===== src/source/host_chan_pkg.sv =====
// Sizes, address map, channel word structs and the line union for the host channel front
`default_nettype none

package host_chan_pkg;

    // ====================
    // Sizes
    // ====================

    localparam int ADDR_W        = 16;
    localparam int TID_W         = 9;
    localparam int LINE_W        = 512;
    localparam int WORD_W        = 64;
    localparam int LINE_WORDS    = 8;
    localparam int SCRATCH_WORDS = 4;

    // Register requests carry word addresses, so the byte offset bits are gone
    localparam int WADDR_W = ADDR_W - 3;

    // ====================
    // Address map
    // ====================

    // Fixed identification value returned at CSR_ID_ADDR
    localparam logic [WORD_W-1:0] AFU_ID = 64'h4846_5f41_4655_0001;

    localparam logic [ADDR_W-1:0] CSR_ID_ADDR       = 16'h0000;
    localparam logic [ADDR_W-1:0] CSR_SCRATCH_BASE  = 16'h0008;
    localparam logic [ADDR_W-1:0] CSR_WR_COUNT_ADDR = 16'h0028;
    // The line occupies eight words, 0x100 up to 0x13F
    localparam logic [ADDR_W-1:0] LINE_BASE         = 16'h0100;

    // ====================
    // Channel types
    // ====================

    // Kind of a receive word, KIND_NONE marks an idle cycle
    typedef enum logic [1:0] {
        KIND_NONE     = 2'd0,
        KIND_MMIO_RD  = 2'd1,
        KIND_MMIO_WR  = 2'd2,
        KIND_HOST_RSP = 2'd3
    } chan_kind_e;

    typedef enum logic [1:0] {
        LEN_8B  = 2'd0,
        LEN_64B = 2'd1
    } mmio_len_e;

    // One line seen whole by the 512-bit writer, or as words by 64-bit access
    typedef union packed {
        logic [LINE_W-1:0]                 line;
        logic [LINE_WORDS-1:0][WORD_W-1:0] words;
    } line_u;

    typedef struct packed {
        chan_kind_e        kind;
        logic [ADDR_W-1:0] addr;
        mmio_len_e         len;
        logic [TID_W-1:0]  tid;
        line_u             data;
    } rx_word_t;

    // MMIO request after the split, host responses are gone so one bit tells the direction
    typedef struct packed {
        logic              valid;
        logic              write;
        logic [ADDR_W-1:0] addr;
        mmio_len_e         len;
        logic [TID_W-1:0]  tid;
        line_u             data;
    } mmio_req_t;

    typedef struct packed {
        logic               valid;
        logic               write;
        logic [WADDR_W-1:0] addr;
        logic [WORD_W-1:0]  data;
        logic [TID_W-1:0]   tid;
    } reg_req_t;

    typedef struct packed {
        logic              valid;
        logic [WORD_W-1:0] data;
        logic [TID_W-1:0]  tid;
    } reg_rsp_t;

    typedef struct packed {
        logic  valid;
        line_u data;
    } line_wr_t;

    // Read response as it leaves on the transmit channel
    typedef struct packed {
        logic              valid;
        logic [TID_W-1:0]  tid;
        logic [WORD_W-1:0] data;
    } tx_word_t;

endpackage

`default_nettype wire

===== src/source/host_afu_top.sv =====
// Top level of the host channel front joining splitter, both mappers and CSR bank
`default_nettype none

module host_afu_top import host_chan_pkg::*; (
    input  wire logic     clk,
    input  wire logic     rst,
    input  wire rx_word_t rx,
    output tx_word_t      tx
);

    // ====================
    // Internal channels
    // ====================

    mmio_req_t mmio_req;
    reg_req_t  reg_req;
    reg_rsp_t  reg_rsp;
    reg_rsp_t  mmio_rsp;
    line_wr_t  line_wr;

    // Splitter keeps MMIO traffic and owns the transmit register
    mmio_split u_split (
        .clk      (clk),
        .rst      (rst),
        .rx       (rx),
        .mmio_req (mmio_req),
        .mmio_rsp (mmio_rsp),
        .tx       (tx)
    );

    // 8-byte reads and writes
    mmio64_map u_mmio64 (
        .clk      (clk),
        .rst      (rst),
        .mmio_req (mmio_req),
        .reg_req  (reg_req),
        .reg_rsp  (reg_rsp),
        .mmio_rsp (mmio_rsp)
    );

    // Both mappers see the same request stream, side by side
    mmio512_map u_mmio512 (
        .clk      (clk),
        .rst      (rst),
        .mmio_req (mmio_req),
        .line_wr  (line_wr)
    );

    afu_csr u_csr (
        .clk     (clk),
        .rst     (rst),
        .reg_req (reg_req),
        .reg_rsp (reg_rsp),
        .line_wr (line_wr)
    );

endmodule

`default_nettype wire


===== src/source/afu_csr.sv =====
// Accelerator CSR bank with ID, scratch words, write count and the line store
`default_nettype none

module afu_csr import host_chan_pkg::*; (
    input  wire logic     clk,
    input  wire logic     rst,
    input  wire reg_req_t reg_req,
    output reg_rsp_t      reg_rsp,
    input  wire line_wr_t line_wr
);

    // ====================
    // Storage
    // ====================

    logic [SCRATCH_WORDS-1:0][WORD_W-1:0] scratch;
    line_u                                line_q;
    logic [WORD_W-1:0]                    wr_count;

    // ====================
    // Address decode
    // ====================

    logic [WADDR_W-1:0] scr_off;
    logic [WADDR_W-1:0] line_off;
    logic               hit_id;
    logic               hit_scr;
    logic               hit_count;
    logic               hit_line;
    logic               scr_wr;
    logic               line_word_wr;
    logic               count_inc;
    logic [WORD_W:0]    count_sum;
    logic [WORD_W-1:0]  rd_data;

    // Offsets from each region base, an address below a base wraps to a large value
    assign scr_off  = reg_req.addr - CSR_SCRATCH_BASE[ADDR_W-1:3];
    assign line_off = reg_req.addr - LINE_BASE[ADDR_W-1:3];

    assign hit_id    = (reg_req.addr == CSR_ID_ADDR[ADDR_W-1:3]);
    assign hit_scr   = (scr_off < WADDR_W'(SCRATCH_WORDS));
    assign hit_count = (reg_req.addr == CSR_WR_COUNT_ADDR[ADDR_W-1:3]);
    assign hit_line  = (line_off < WADDR_W'(LINE_WORDS));

    // ID and count are read only, so only these two regions accept writes
    assign scr_wr       = reg_req.valid && reg_req.write && hit_scr;
    assign line_word_wr = reg_req.valid && reg_req.write && hit_line;

    // Both write sources come from the same request stage and a request is
    // either 8 or 64 bytes, so at most one accepted write arrives per cycle
    assign count_inc = line_wr.valid || scr_wr || line_word_wr;
    assign count_sum = {1'b0, wr_count} + {{WORD_W{1'b0}}, count_inc};

    // ====================
    // Register updates
    // ====================

    always_ff @(posedge clk) begin
        if (rst) begin
            scratch  <= '0;
            line_q   <= '0;
            wr_count <= '0;
        end else begin
            if (scr_wr) begin
                scratch[scr_off[$clog2(SCRATCH_WORDS)-1:0]] <= reg_req.data;
            end
            // Whole line first, a word write in the same cycle would then win
            if (line_wr.valid) begin
                line_q.line <= line_wr.data.line;
            end
            if (line_word_wr) begin
                line_q.words[line_off[$clog2(LINE_WORDS)-1:0]] <= reg_req.data;
            end
            // Saturate instead of wrapping when the carry bit sets
            if (count_sum[WORD_W]) begin
                wr_count <= '1;
            end else begin
                wr_count <= count_sum[WORD_W-1:0];
            end
        end
    end

    // ====================
    // Read path
    // ====================

    // Unmapped addresses read as zero
    always_comb begin
        rd_data = '0;
        if (hit_id) begin
            rd_data = AFU_ID;
        end else if (hit_scr) begin
            rd_data = scratch[scr_off[$clog2(SCRATCH_WORDS)-1:0]];
        end else if (hit_count) begin
            rd_data = wr_count;
        end else if (hit_line) begin
            rd_data = line_q.words[line_off[$clog2(LINE_WORDS)-1:0]];
        end
    end

    // Response is registered, one cycle after the request, and keeps its tag
    always_ff @(posedge clk) begin
        reg_rsp.data <= rd_data;
        reg_rsp.tid  <= reg_req.tid;
        if (rst) begin
            reg_rsp.valid <= 1'b0;
        end else begin
            reg_rsp.valid <= reg_req.valid && !reg_req.write;
        end
    end

endmodule

`default_nettype wire


===== src/source/mmio512_map.sv =====
// Mapper from 64-byte MMIO writes at the line address to 512-bit line writes
`default_nettype none

module mmio512_map import host_chan_pkg::*; (
    input  wire logic      clk,
    input  wire logic      rst,
    input  wire mmio_req_t mmio_req,
    output line_wr_t       line_wr
);

    logic line_hit;

    // This port is write only
    // A full line write must land exactly on LINE_BASE, anything else is ignored
    assign line_hit = mmio_req.valid
                   && mmio_req.write
                   && (mmio_req.len == LEN_64B)
                   && (mmio_req.addr == LINE_BASE);

    // Single register stage, same depth as the 64-bit mapper so both
    // kinds of write reach the CSR block in arrival order
    always_ff @(posedge clk) begin
        line_wr.data <= mmio_req.data;
        if (rst) begin
            line_wr.valid <= 1'b0;
        end else begin
            line_wr.valid <= line_hit;
        end
    end

endmodule

`default_nettype wire


===== src/source/mmio64_map.sv =====
// Mapper from 8-byte MMIO requests to 64-bit register requests and responses
`default_nettype none

module mmio64_map import host_chan_pkg::*; (
    input  wire logic      clk,
    input  wire logic      rst,
    input  wire mmio_req_t mmio_req,
    output reg_req_t       reg_req,
    input  wire reg_rsp_t  reg_rsp,
    output reg_rsp_t       mmio_rsp
);

    logic accept;

    // Only 8-byte requests belong to this mapper
    // 64-byte writes are taken by the line mapper and 64-byte reads are
    // simply dropped, so they never get a response
    assign accept = mmio_req.valid && (mmio_req.len == LEN_8B);

    // ====================
    // Request path
    // ====================

    // One register stage toward the CSR block
    // The byte address loses its three offset bits to become a word address
    // and write data is taken from the low word of the line union
    always_ff @(posedge clk) begin
        reg_req.write <= mmio_req.write;
        reg_req.addr  <= mmio_req.addr[ADDR_W-1:3];
        reg_req.data  <= mmio_req.data.words[0];
        reg_req.tid   <= mmio_req.tid;
        if (rst) begin
            reg_req.valid <= 1'b0;
        end else begin
            reg_req.valid <= accept;
        end
    end

    // ====================
    // Response path
    // ====================

    // The tag travels through the CSR block with the request, so the
    // response is forwarded as is without any added latency
    always_comb begin
        mmio_rsp.valid = reg_rsp.valid;
        mmio_rsp.data  = reg_rsp.data;
        mmio_rsp.tid   = reg_rsp.tid;
    end

endmodule

`default_nettype wire


===== src/source/mmio_split.sv =====
// MMIO splitter with receive and transmit register stages for the host channel
`default_nettype none

module mmio_split import host_chan_pkg::*; (
    input  wire logic      clk,
    input  wire logic      rst,
    input  wire rx_word_t  rx,
    output mmio_req_t      mmio_req,
    input  wire reg_rsp_t  mmio_rsp,
    output tx_word_t       tx
);

    logic is_mmio;

    // Only the two MMIO kinds go on, host memory responses and idle words are dropped
    assign is_mmio = (rx.kind == KIND_MMIO_RD) || (rx.kind == KIND_MMIO_WR);

    // Receive side timing stage
    // Payload is captured every cycle and only the strobe is reset
    always_ff @(posedge clk) begin
        mmio_req.write <= (rx.kind == KIND_MMIO_WR);
        mmio_req.addr  <= rx.addr;
        mmio_req.len   <= rx.len;
        mmio_req.tid   <= rx.tid;
        mmio_req.data  <= rx.data;
        if (rst) begin
            mmio_req.valid <= 1'b0;
        end else begin
            mmio_req.valid <= is_mmio;
        end
    end

    // Transmit side timing stage
    // The host memory request path contributes nothing here, so tx holds
    // only the MMIO read responses coming back from the 64-bit mapper
    always_ff @(posedge clk) begin
        tx.tid  <= mmio_rsp.tid;
        tx.data <= mmio_rsp.data;
        if (rst) begin
            tx.valid <= 1'b0;
        end else begin
            tx.valid <= mmio_rsp.valid;
        end
    end

endmodule

`default_nettype wire


===== config.mk =====
export PLATFORM = sky130hd
export DESIGN_NAME = host_afu_top
export DESIGN_NICKNAME = d
export VERILOG_FILES = /design/src/source/host_chan_pkg.sv /design/src/source/host_afu_top.sv /design/src/source/afu_csr.sv /design/src/source/mmio512_map.sv /design/src/source/mmio64_map.sv /design/src/source/mmio_split.sv
export SDC_FILE = /design/constraint.sdc
export NUM_CORES = 2
export LEC_CHECK = 0
export BUFFER_PORTS_ARGS = -buffer_cell sky130_fd_sc_hd__clkbuf_2
export CELL_PAD_IN_SITES_DETAIL_PLACEMENT = 0
export CELL_PAD_IN_SITES_GLOBAL_PLACEMENT = 1
export CORE_ASPECT_RATIO = 1.1
export CORE_UTILIZATION = 37
export DETAILED_ROUTE_END_ITERATION = 7
export GPL_TIMING_DRIVEN = 0
export PLACE_DENSITY_LB_ADDON = 0.1
export SKIP_LAST_GASP = 1
export SLEW_MARGIN = 20
export SYNTH_ARGS = -nofsm -noshare
export SYNTH_HDL_FRONTEND = slang
export SYNTH_SLANG_ARGS = --single-unit
export TNS_END_PERCENT = 30

===== constraint.sdc =====
create_clock -name clk -period 5.1 [get_ports clk]
set_input_delay 0.255 -clock clk [delete_from_list [all_inputs] [get_ports clk]]
set_output_delay 0.255 -clock clk [all_outputs]
set_load 0.02 [all_outputs]

# ---- After elaboration in Yosys (flattened, before gate mapping)
# Cells that the tools add are included.
dict set report totals {
  elab_cells 72
  output_inout_bits 74
  ff_bits 2122
}
dict set report classes {
  eq_ne 5
  n_addsub 3
  order_cmp 6
  n_reduce_logical 16
  muxes 17
}
# cell count
set op_table {}
lappend op_table {{$mux W512} 3}
lappend op_table {{$bwmux W512} 1}
lappend op_table {{$mux W64} 8}
lappend op_table {{$bwmux W256} 1}
lappend op_table {{$bmux W64 S3} 1}
lappend op_table {{$demux W64 S3} 1}
lappend op_table {{$bmux W64 S2} 1}
lappend op_table {{$demux W64 S2} 1}
lappend op_table {{$add A64 B1 Y65} 1}
lappend op_table {{$eq A16 B9 Y1 const B} 1}
lappend op_table {{$eq A13 B3 Y1 const B} 1}
lappend op_table {{$logic_not A13 Y1} 1}
lappend op_table {{$lt A13 B3 Y1 const B} 1}
lappend op_table {{$lt A13 B4 Y1 const B} 1}
lappend op_table {{$sub A13 B1 Y13 const B} 1}
lappend op_table {{$sub A13 B6 Y13 const B} 1}
lappend op_table {{$logic_and A1 B1 Y1} 10}
lappend op_table {{$eq A2 B1 Y1 const B} 2}
lappend op_table {{$lt A3 B4 Y1 const B} 1}
lappend op_table {{$ge A3 B1 Y1 const B} 1}
lappend op_table {{$logic_or A1 B1 Y1} 3}
lappend op_table {{$lt A2 B3 Y1 const B} 1}
lappend op_table {{$eq A2 B2 Y1 const B} 1}
lappend op_table {{$ge A2 B1 Y1 const B} 1}
lappend op_table {{2 further kinds} 2}

# ---- Depth between registers and ports, before layout
dict set report depth {
  depth_word 7
  mapped_depth 21
  mapped_depth_nobuf 13
}

# ---- By module
# From an unflattened synthesis, not the netlist that was laid out.
dict set report unflattened {
  hier_cells 5575
  hier_area_um2 68903.6
}
# module area_per_inst_um2 seq_area_each_um2 cells_per_inst n_inst
set by_module_without_submodules {}
lappend by_module_without_submodules {afu_csr 43895.8 18137.4 4271 1}
lappend by_module_without_submodules {mmio_split 12338.1 12311.8 619 1}
lappend by_module_without_submodules {mmio512_map 10337.4 10269.8 522 1}
lappend by_module_without_submodules {mmio64_map 2332.2 1761.7 163 1}

# ---- Least setup slack after synthesis
# OpenSTA, ideal clock, no wires.
dict set report synth_path {
  path_kind {register to register}
  from {register u_mmio64.reg_req[73] (netlist name)}
  to {register u_csr.wr_count[51]}
  n_path_buf 6
  setup_ns 0.079
  arrival_ns 4.831
  path_stages_with_launch 20
  path_slack_ns 0.190
  cell_sequence {dfxtp_1 -> buf_2 -> buf_2 -> buf_2 -> buf_2 -> inv_1 -> clkbuf_1 -> ha_1 -> or3b_2 -> o31ai_1 -> nand4b_1 -> o21ai_0 -> a21o_1 -> ha_1 -> nand2_1 -> nor4_1 -> nand2_1 -> or4_1 -> buf_2 -> o211ai_1}
}
dict set report synth_via {
  elab_chain_len 7
  elab_cells_between_ends 10
}
# element line_no
set synth_rtl {}
lappend synth_rtl {{$sub A13 B1 Y13} afu_csr.sv:37} ;# assign scr_off = reg_req.addr - CSR_SCRATCH_BASE[ADDR_W-1:3];
lappend synth_rtl {{$lt A13 B3 Y1} afu_csr.sv:41} ;# assign hit_scr = (scr_off < WADDR_W'(SCRATCH_WORDS));
lappend synth_rtl {{$logic_and A1 B1 Y1} afu_csr.sv:46} ;# assign scr_wr = reg_req.valid && reg_req.write && hit_scr;
lappend synth_rtl {{$logic_or A1 B1 Y1} afu_csr.sv:51} ;# assign count_inc = line_wr.valid || scr_wr || line_word_wr;
lappend synth_rtl {{$logic_or A1 B1 Y1 *} afu_csr.sv:51}
lappend synth_rtl {{$add A64 B1 Y65 *} afu_csr.sv:52} ;# assign count_sum = {1'b0, wr_count} + {{WORD_W{1'b0}}, count_inc};
lappend synth_rtl {{$mux W64 *} afu_csr.sv:75} ;# if (count_sum[WORD_W]) begin
lappend synth_rtl {{to (signal assigned)} afu_csr.sv:78} ;# wr_count <= count_sum[WORD_W-1:0];
lappend synth_rtl {{to (decl)} afu_csr.sv:18} ;# logic [WORD_W-1:0] wr_count;
# Mark *: on every way between the ends. The rest lies on a longest branch, timed or not.
# A chain may end at the register's enable or synchronous reset.

# ---- Worst setup path in the final report
dict set report layout_path {
  from {register u_mmio64.reg_req[74] (netlist name)}
  to {register u_csr.reg_rsp[47] (netlist name)}
}
dict set report layout_via {
  elab_chain_len 6
  elab_cells_between_ends 13
}
# element
set layout_rtl {}
lappend layout_rtl {{parallel branches: the longest is 6 deep, another holds $sub A13 B6 Y13}}
# Parallel ways; which one is timed is not known. The select of a mux whose other input is x is not followed.

==> summary.json <==
{
  "flow.area_growth_from_synthesis": {"value": 37.4, "unit": "%"},
  "drive_above_1_share": {"value": 17.1, "unit": "%"},
  "capturing_point_of_the_worst_reg2reg_path": {"value": "u_csr.reg_rsp[47]$_SDFF_PN1_"},
  "final-max-slew-violation-count": {"value": 0},
  "route.antenna.remaining_nets": {"value": 0},
  "die_h": {"value": 447, "unit": "um"},
  "synthFlopType": {"value": "sky130_fd_sc_hd__dfxtp_1"},
  "synth_mux_area_share": {"value": 15.8, "unit": "%"},
  "vias": {"value": 53800},
  "synth_area_in_adders": {"value": 0.131, "unit": "%"},
  "synth.net_count": {"value": 6240},
  "hold-path-cell-count": {"value": 2},
  "min_period": {"value": 5.03, "unit": "ns"},
  "pwr_density_cell": {"value": 391, "unit": "nW/um^2"},
  "max-slew-margin-rel": {"value": 12.2, "unit": "%"},
  "reg2reg_slack": {"value": 0.07, "unit": "ns"},
  "clock_path_buffers": {"value": 3},
  "async_reset_ff_share": {"value": 0, "unit": "%"},
  "synth_cell_type_count": {"value": 70},
  "top_cells_by_area_synth": {"value": "sky130_fd_sc_hd__dfxtp_1 (62%), sky130_fd_sc_hd__mux2i_1 (11%), sky130_fd_sc_hd__a211oi_1 (5.3%)"},
  "final_cell_mix": {"value": "sky130_fd_sc_hd__dfxtp_1 (2057), sky130_fd_sc_hd__dlygate4sd3_1 (1057), sky130_fd_sc_hd__mux2i_1 (750)"},
  "final_nets": {"value": 8141},
  "combinational_family_with_the_most_area_after_synthesis": {"value": "multiplexers"},
  "floorplan.die_area": {"value": 182000, "unit": "sq um"},
  "max_clock_freq": {"value": 0.199, "unit": "GHz"},
  "rsz0062_at_grt": {"value": "true"},
  "cts_max_level": {"value": 4},
  "final.setup_skew": {"value": 0.0681, "unit": "ns"},
  "ios": {"value": 617},
  "placement.setup.worst_slack": {"value": -3.06, "unit": "ns"},
  "min-delay-start": {"value": "rx[404]"},
  "initial_core_util": {"value": 37.2, "unit": "%"},
  "clk_pin_slew": {"value": 0.06, "unit": "ns"},
  "tightestPinTransition": {"value": 1.31, "unit": "ns"},
  "static-leakage-power": {"value": 35.8, "unit": "nW"},
  "critical_path_start_end_classification": {"value": "flop to flop"},
  "maximum_number_of_pins_on_one_net_before_global_route_repair": {"value": 20},
  "hold_end": {"value": "u_split.mmio_req[404]$_DFF_P_"},
  "setup_slack": {"value": 0.0744, "unit": "ns"},
  "timing.critical_path.fanout_max": {"value": 10},
  "fp-row-count": {"value": 163},
  "layout.filler_cells": {"value": 15700},
  "antenna_found_initial": {"value": 25},
  "synth.avg_cell_area": {"value": 11.7, "unit": "sq um"},
  "synth_enable_flop_cells": {"value": 0},
  "synth_area_leader_cell": {"value": "sky130_fd_sc_hd__dfxtp_1"},
  "cts_buffers": {"value": 205},
  "worst_r2r_startpoint": {"value": "u_mmio64.reg_req[74]$_DFF_P_"},
  "detail_route.vias_per_cell": {"value": 5.29},
  "setup_total_negative_slack": {"value": 0, "unit": "ns"},
  "hold_viol": {"value": 0},
  "routed_wirelength": {"value": 298, "unit": "mm"},
  "finish.instance_area": {"value": 91600, "unit": "sq um"},
  "ys_ff_latch": {"value": 2058},
  "drt-wirelength-per-cell": {"value": 29.3, "unit": "um"},
  "number_of_violations_of_the_max_capacitance_limit": {"value": 0},
  "port_buffers": {"value": 615},
  "placedInstanceArea": {"value": 72900, "unit": "sq um"},
  "crit_required": {"value": 5.85, "unit": "ns"},
  "simple_logic_cell_fraction_of_the_synthesized_area": {"value": 9.18, "unit": "%"},
  "core_area": {"value": 179000, "unit": "sq um"},
  "cts_sinks": {"value": 2058},
  "mappedNetlistArea": {"value": 66700, "unit": "sq um"},
  "reg2reg_depth": {"value": 8},
  "ys_seq_area_share": {"value": 61.8, "unit": "%"},
  "synth.yosys.warnings": {"value": 0},
  "clockRootBuffer": {"value": "sky130_fd_sc_hd__clkbuf_16"},
  "synthCells": {"value": 5690},
  "cts_tree": {"value": "done"},
  "floorplan.die.width": {"value": 407, "unit": "um"},
  "leading_cell_type_in_the_layout_fill_and_taps_excluded": {"value": "sky130_fd_sc_hd__dfxtp_1"},
  "sort_of_element_at_the_start_of_the_critical_path": {"value": "flop"},
  "drt_first_iter_violations": {"value": 5266},
  "finalWeightedCongestion": {"value": 0.947},
  "critical_path_arrival": {"value": 5.78, "unit": "ns"},
  "dr.pass1.iters": {"value": 7},
  "final_global_route_overflow_total": {"value": 0},
  "worst_hold_path_class": {"value": "primary input to flop"},
  "setup-violations-final": {"value": 0},
  "dpl.hpwl": {"value": 212, "unit": "mm"},
  "grt_pass1_vias": {"value": 53500},
  "share_of_the_synthesized_area_in_compound_gates_ao_oa_aoi_oai": {"value": 9.72, "unit": "%"},
  "first_pass_grt_wire_length": {"value": 408, "unit": "mm"},
  "post_detailed_route_drc_marker_count": {"value": 0},
  "synth_xor_xnor_area_share": {"value": 0.460, "unit": "%"},
  "period_share": {"value": 98.5, "unit": "%"},
  "gr-usage-all-layers": {"value": 32.1, "unit": "%"},
  "run_status": {"value": "finished, final reports clean"},
  "fin_util": {"value": 51.1, "unit": "%"},
  "power.ir.vdd_worst": {"value": 0.381, "unit": "mV"},
  "synth_top_cell_area_share": {"value": 61.8, "unit": "%"},
  "clkLatencyLatePin": {"value": 0.89, "unit": "ns"},
  "timing.critical_path.to_type": {"value": "flop"}
}
## timing repair
item | CTS | global route
hold buffers | 1057 | 0
hold endpoints to repair | 541 | 0
resized for setup | 39 | 10
gates cloned | 0 | 1
endpoints found under the setup margin | 372 | 60
pin swaps | 3 | 4
setup buffers | 8 | 6
## cell families (layout without fill, tap and decap cells)
logic type | count (synthesis) | after routing
flops | 2058 | 2058
simple gates | 1243 | 1243
mux | 929 | 929
compound gates | 922 | 922
buf+inv | 496 | 2572
xor+xnor | 35 | 35
fa+ha+maj | 7 | 7
other cells | 0 | 6
## routing by layer
layer / GRT usage (%) / up-vias / wire, um
li1: - / 23900 / -
met1: 43.0 / 26600 / 127000
met5: 0 / - / 73
met4: 14.8 / 10 / 14800
met3: 5.88 / 607 / 22800
met2: 50.0 / 2571 / 133000
## critical path: stages, from the launching register on
cell and delay [ns]:
sky130_fd_sc_hd__dfxtp_1 0.47, sky130_fd_sc_hd__clkbuf_2 0.38, sky130_fd_sc_hd__buf_2 0.44, sky130_fd_sc_hd__buf_2 0.65, sky130_fd_sc_hd__clkbuf_1 0.99, sky130_fd_sc_hd__o221ai_1 0.30, sky130_fd_sc_hd__a211oi_1 1.06, sky130_fd_sc_hd__a221oi_1 0.20
sky130_fd_sc_hd__o21ai_0 0.40
## synthesized netlist by cell type (6+ instances only)
cell and n:
sky130_fd_sc_hd__buf_2 49, sky130_fd_sc_hd__a211oi_1 475, sky130_fd_sc_hd__dfxtp_1 2058, sky130_fd_sc_hd__o22ai_1 57, sky130_fd_sc_hd__a21oi_1 140, sky130_fd_sc_hd__xnor2_1 18, sky130_fd_sc_hd__nand3_1 33, sky130_fd_sc_hd__buf_6 6
sky130_fd_sc_hd__a211o_1 6, sky130_fd_sc_hd__a221oi_1 19, sky130_fd_sc_hd__inv_1 19, sky130_fd_sc_hd__o31ai_1 7, sky130_fd_sc_hd__a21o_1 7, sky130_fd_sc_hd__nand2b_1 327, sky130_fd_sc_hd__o211ai_1 9, sky130_fd_sc_hd__nor3_1 44
sky130_fd_sc_hd__a31oi_1 23, sky130_fd_sc_hd__xor2_1 17, sky130_fd_sc_hd__mux4_2 89, sky130_fd_sc_hd__nand4_1 34, sky130_fd_sc_hd__a22o_1 9, sky130_fd_sc_hd__mux2i_1 750, sky130_fd_sc_hd__or3_1 17, sky130_fd_sc_hd__nor3b_1 6
sky130_fd_sc_hd__nor2b_1 16, sky130_fd_sc_hd__mux2_2 86, sky130_fd_sc_hd__a22oi_1 8, sky130_fd_sc_hd__and4_1 12, sky130_fd_sc_hd__o21ai_0 66, sky130_fd_sc_hd__nor2_1 480, sky130_fd_sc_hd__nand2_1 194, sky130_fd_sc_hd__buf_1 93
sky130_fd_sc_hd__ha_1 7, sky130_fd_sc_hd__nor4_1 23, sky130_fd_sc_hd__or4_1 18, sky130_fd_sc_hd__clkbuf_1 326, sky130_fd_sc_hd__a2bb2oi_1 14, sky130_fd_sc_hd__and3_1 9, sky130_fd_sc_hd__o221ai_1 44
## how the worst max path moves through the flow
stage | startpoint | endpoint | slack [ns] | cells past startpoint
2_1_floorplan | u_mmio64.reg_req[73]$_DFF_P_ | u_csr.wr_count[51]$_SDFF_PP0_ | 0.19 | 19
3_3_place_gp | u_mmio64.reg_req[73]$_DFF_P_ | u_csr.wr_count[59]$_SDFF_PP0_ | -4.23 | 18
3_5_place_dp | u_mmio64.reg_req[73]$_DFF_P_ | u_csr.wr_count[42]$_SDFF_PP0_ | -3.06 | 22
4_1_cts | u_mmio64.reg_req[74]$_DFF_P_ | u_csr.wr_count[50]$_SDFF_PP0_ | 0.02 | 19
5_1_grt | u_mmio64.reg_req[73]$_DFF_P_ | u_csr.wr_count[54]$_SDFF_PP0_ | -0.02 | 22
6_report | u_mmio64.reg_req[74]$_DFF_P_ | u_csr.reg_rsp[47]$_SDFF_PN1_ | 0.07 | 8
## flip-flops by register name, summed over array words and instances (netlist names)
| signal | cells |
|---|---|
| u_csr.line_q | 512 |
| u_csr.reg_rsp | 74 |
| u_csr.scratch | 256 |
| u_csr.wr_count | 64 |
| u_mmio512.line_wr | 513 |
| u_mmio64.reg_req | 24 |
| u_split.mmio_req | 541 |
| u_split.tx | 74 |
## final cells by class
type                    instances  area, sq um  share of cell area [%]
diodes                          6         15.0                  0.0164
plain buffers                 474         2040                    2.23
clock buffers                 268         5720                    6.24
clock inverters               114         2020                    2.20
inverters                      20         91.3                  0.0997
multi-input cells            3136        23700                    25.8
flip-flops and latches       2058        41200                    45.0
well taps                    2392         2990                    3.27
repair buffers               1696        13900                    15.2
## through the flow
stage	hold WS (ns)	total power, mW	instances
final	0.0551	35.8	10200
after global routing	0.0344	36.8	10200
after detailed placement	0.312	18.4	8704
after CTS	0.000664	35.9	10100
after floorplan	0.283	17.4	5690
after global placement	0.310	18.4	8697
## power by group
part           leakage [nW]  switching (mW)  internal (mW)  total, mW
registers              17.0           0.280           16.5       16.8
logic                  15.1            1.05          0.895       1.95
clock network          3.70            6.95           10.1       17.0
total                  35.8            8.28           27.5       35.8
Note: power is estimated with default switching activity, not from simulation.
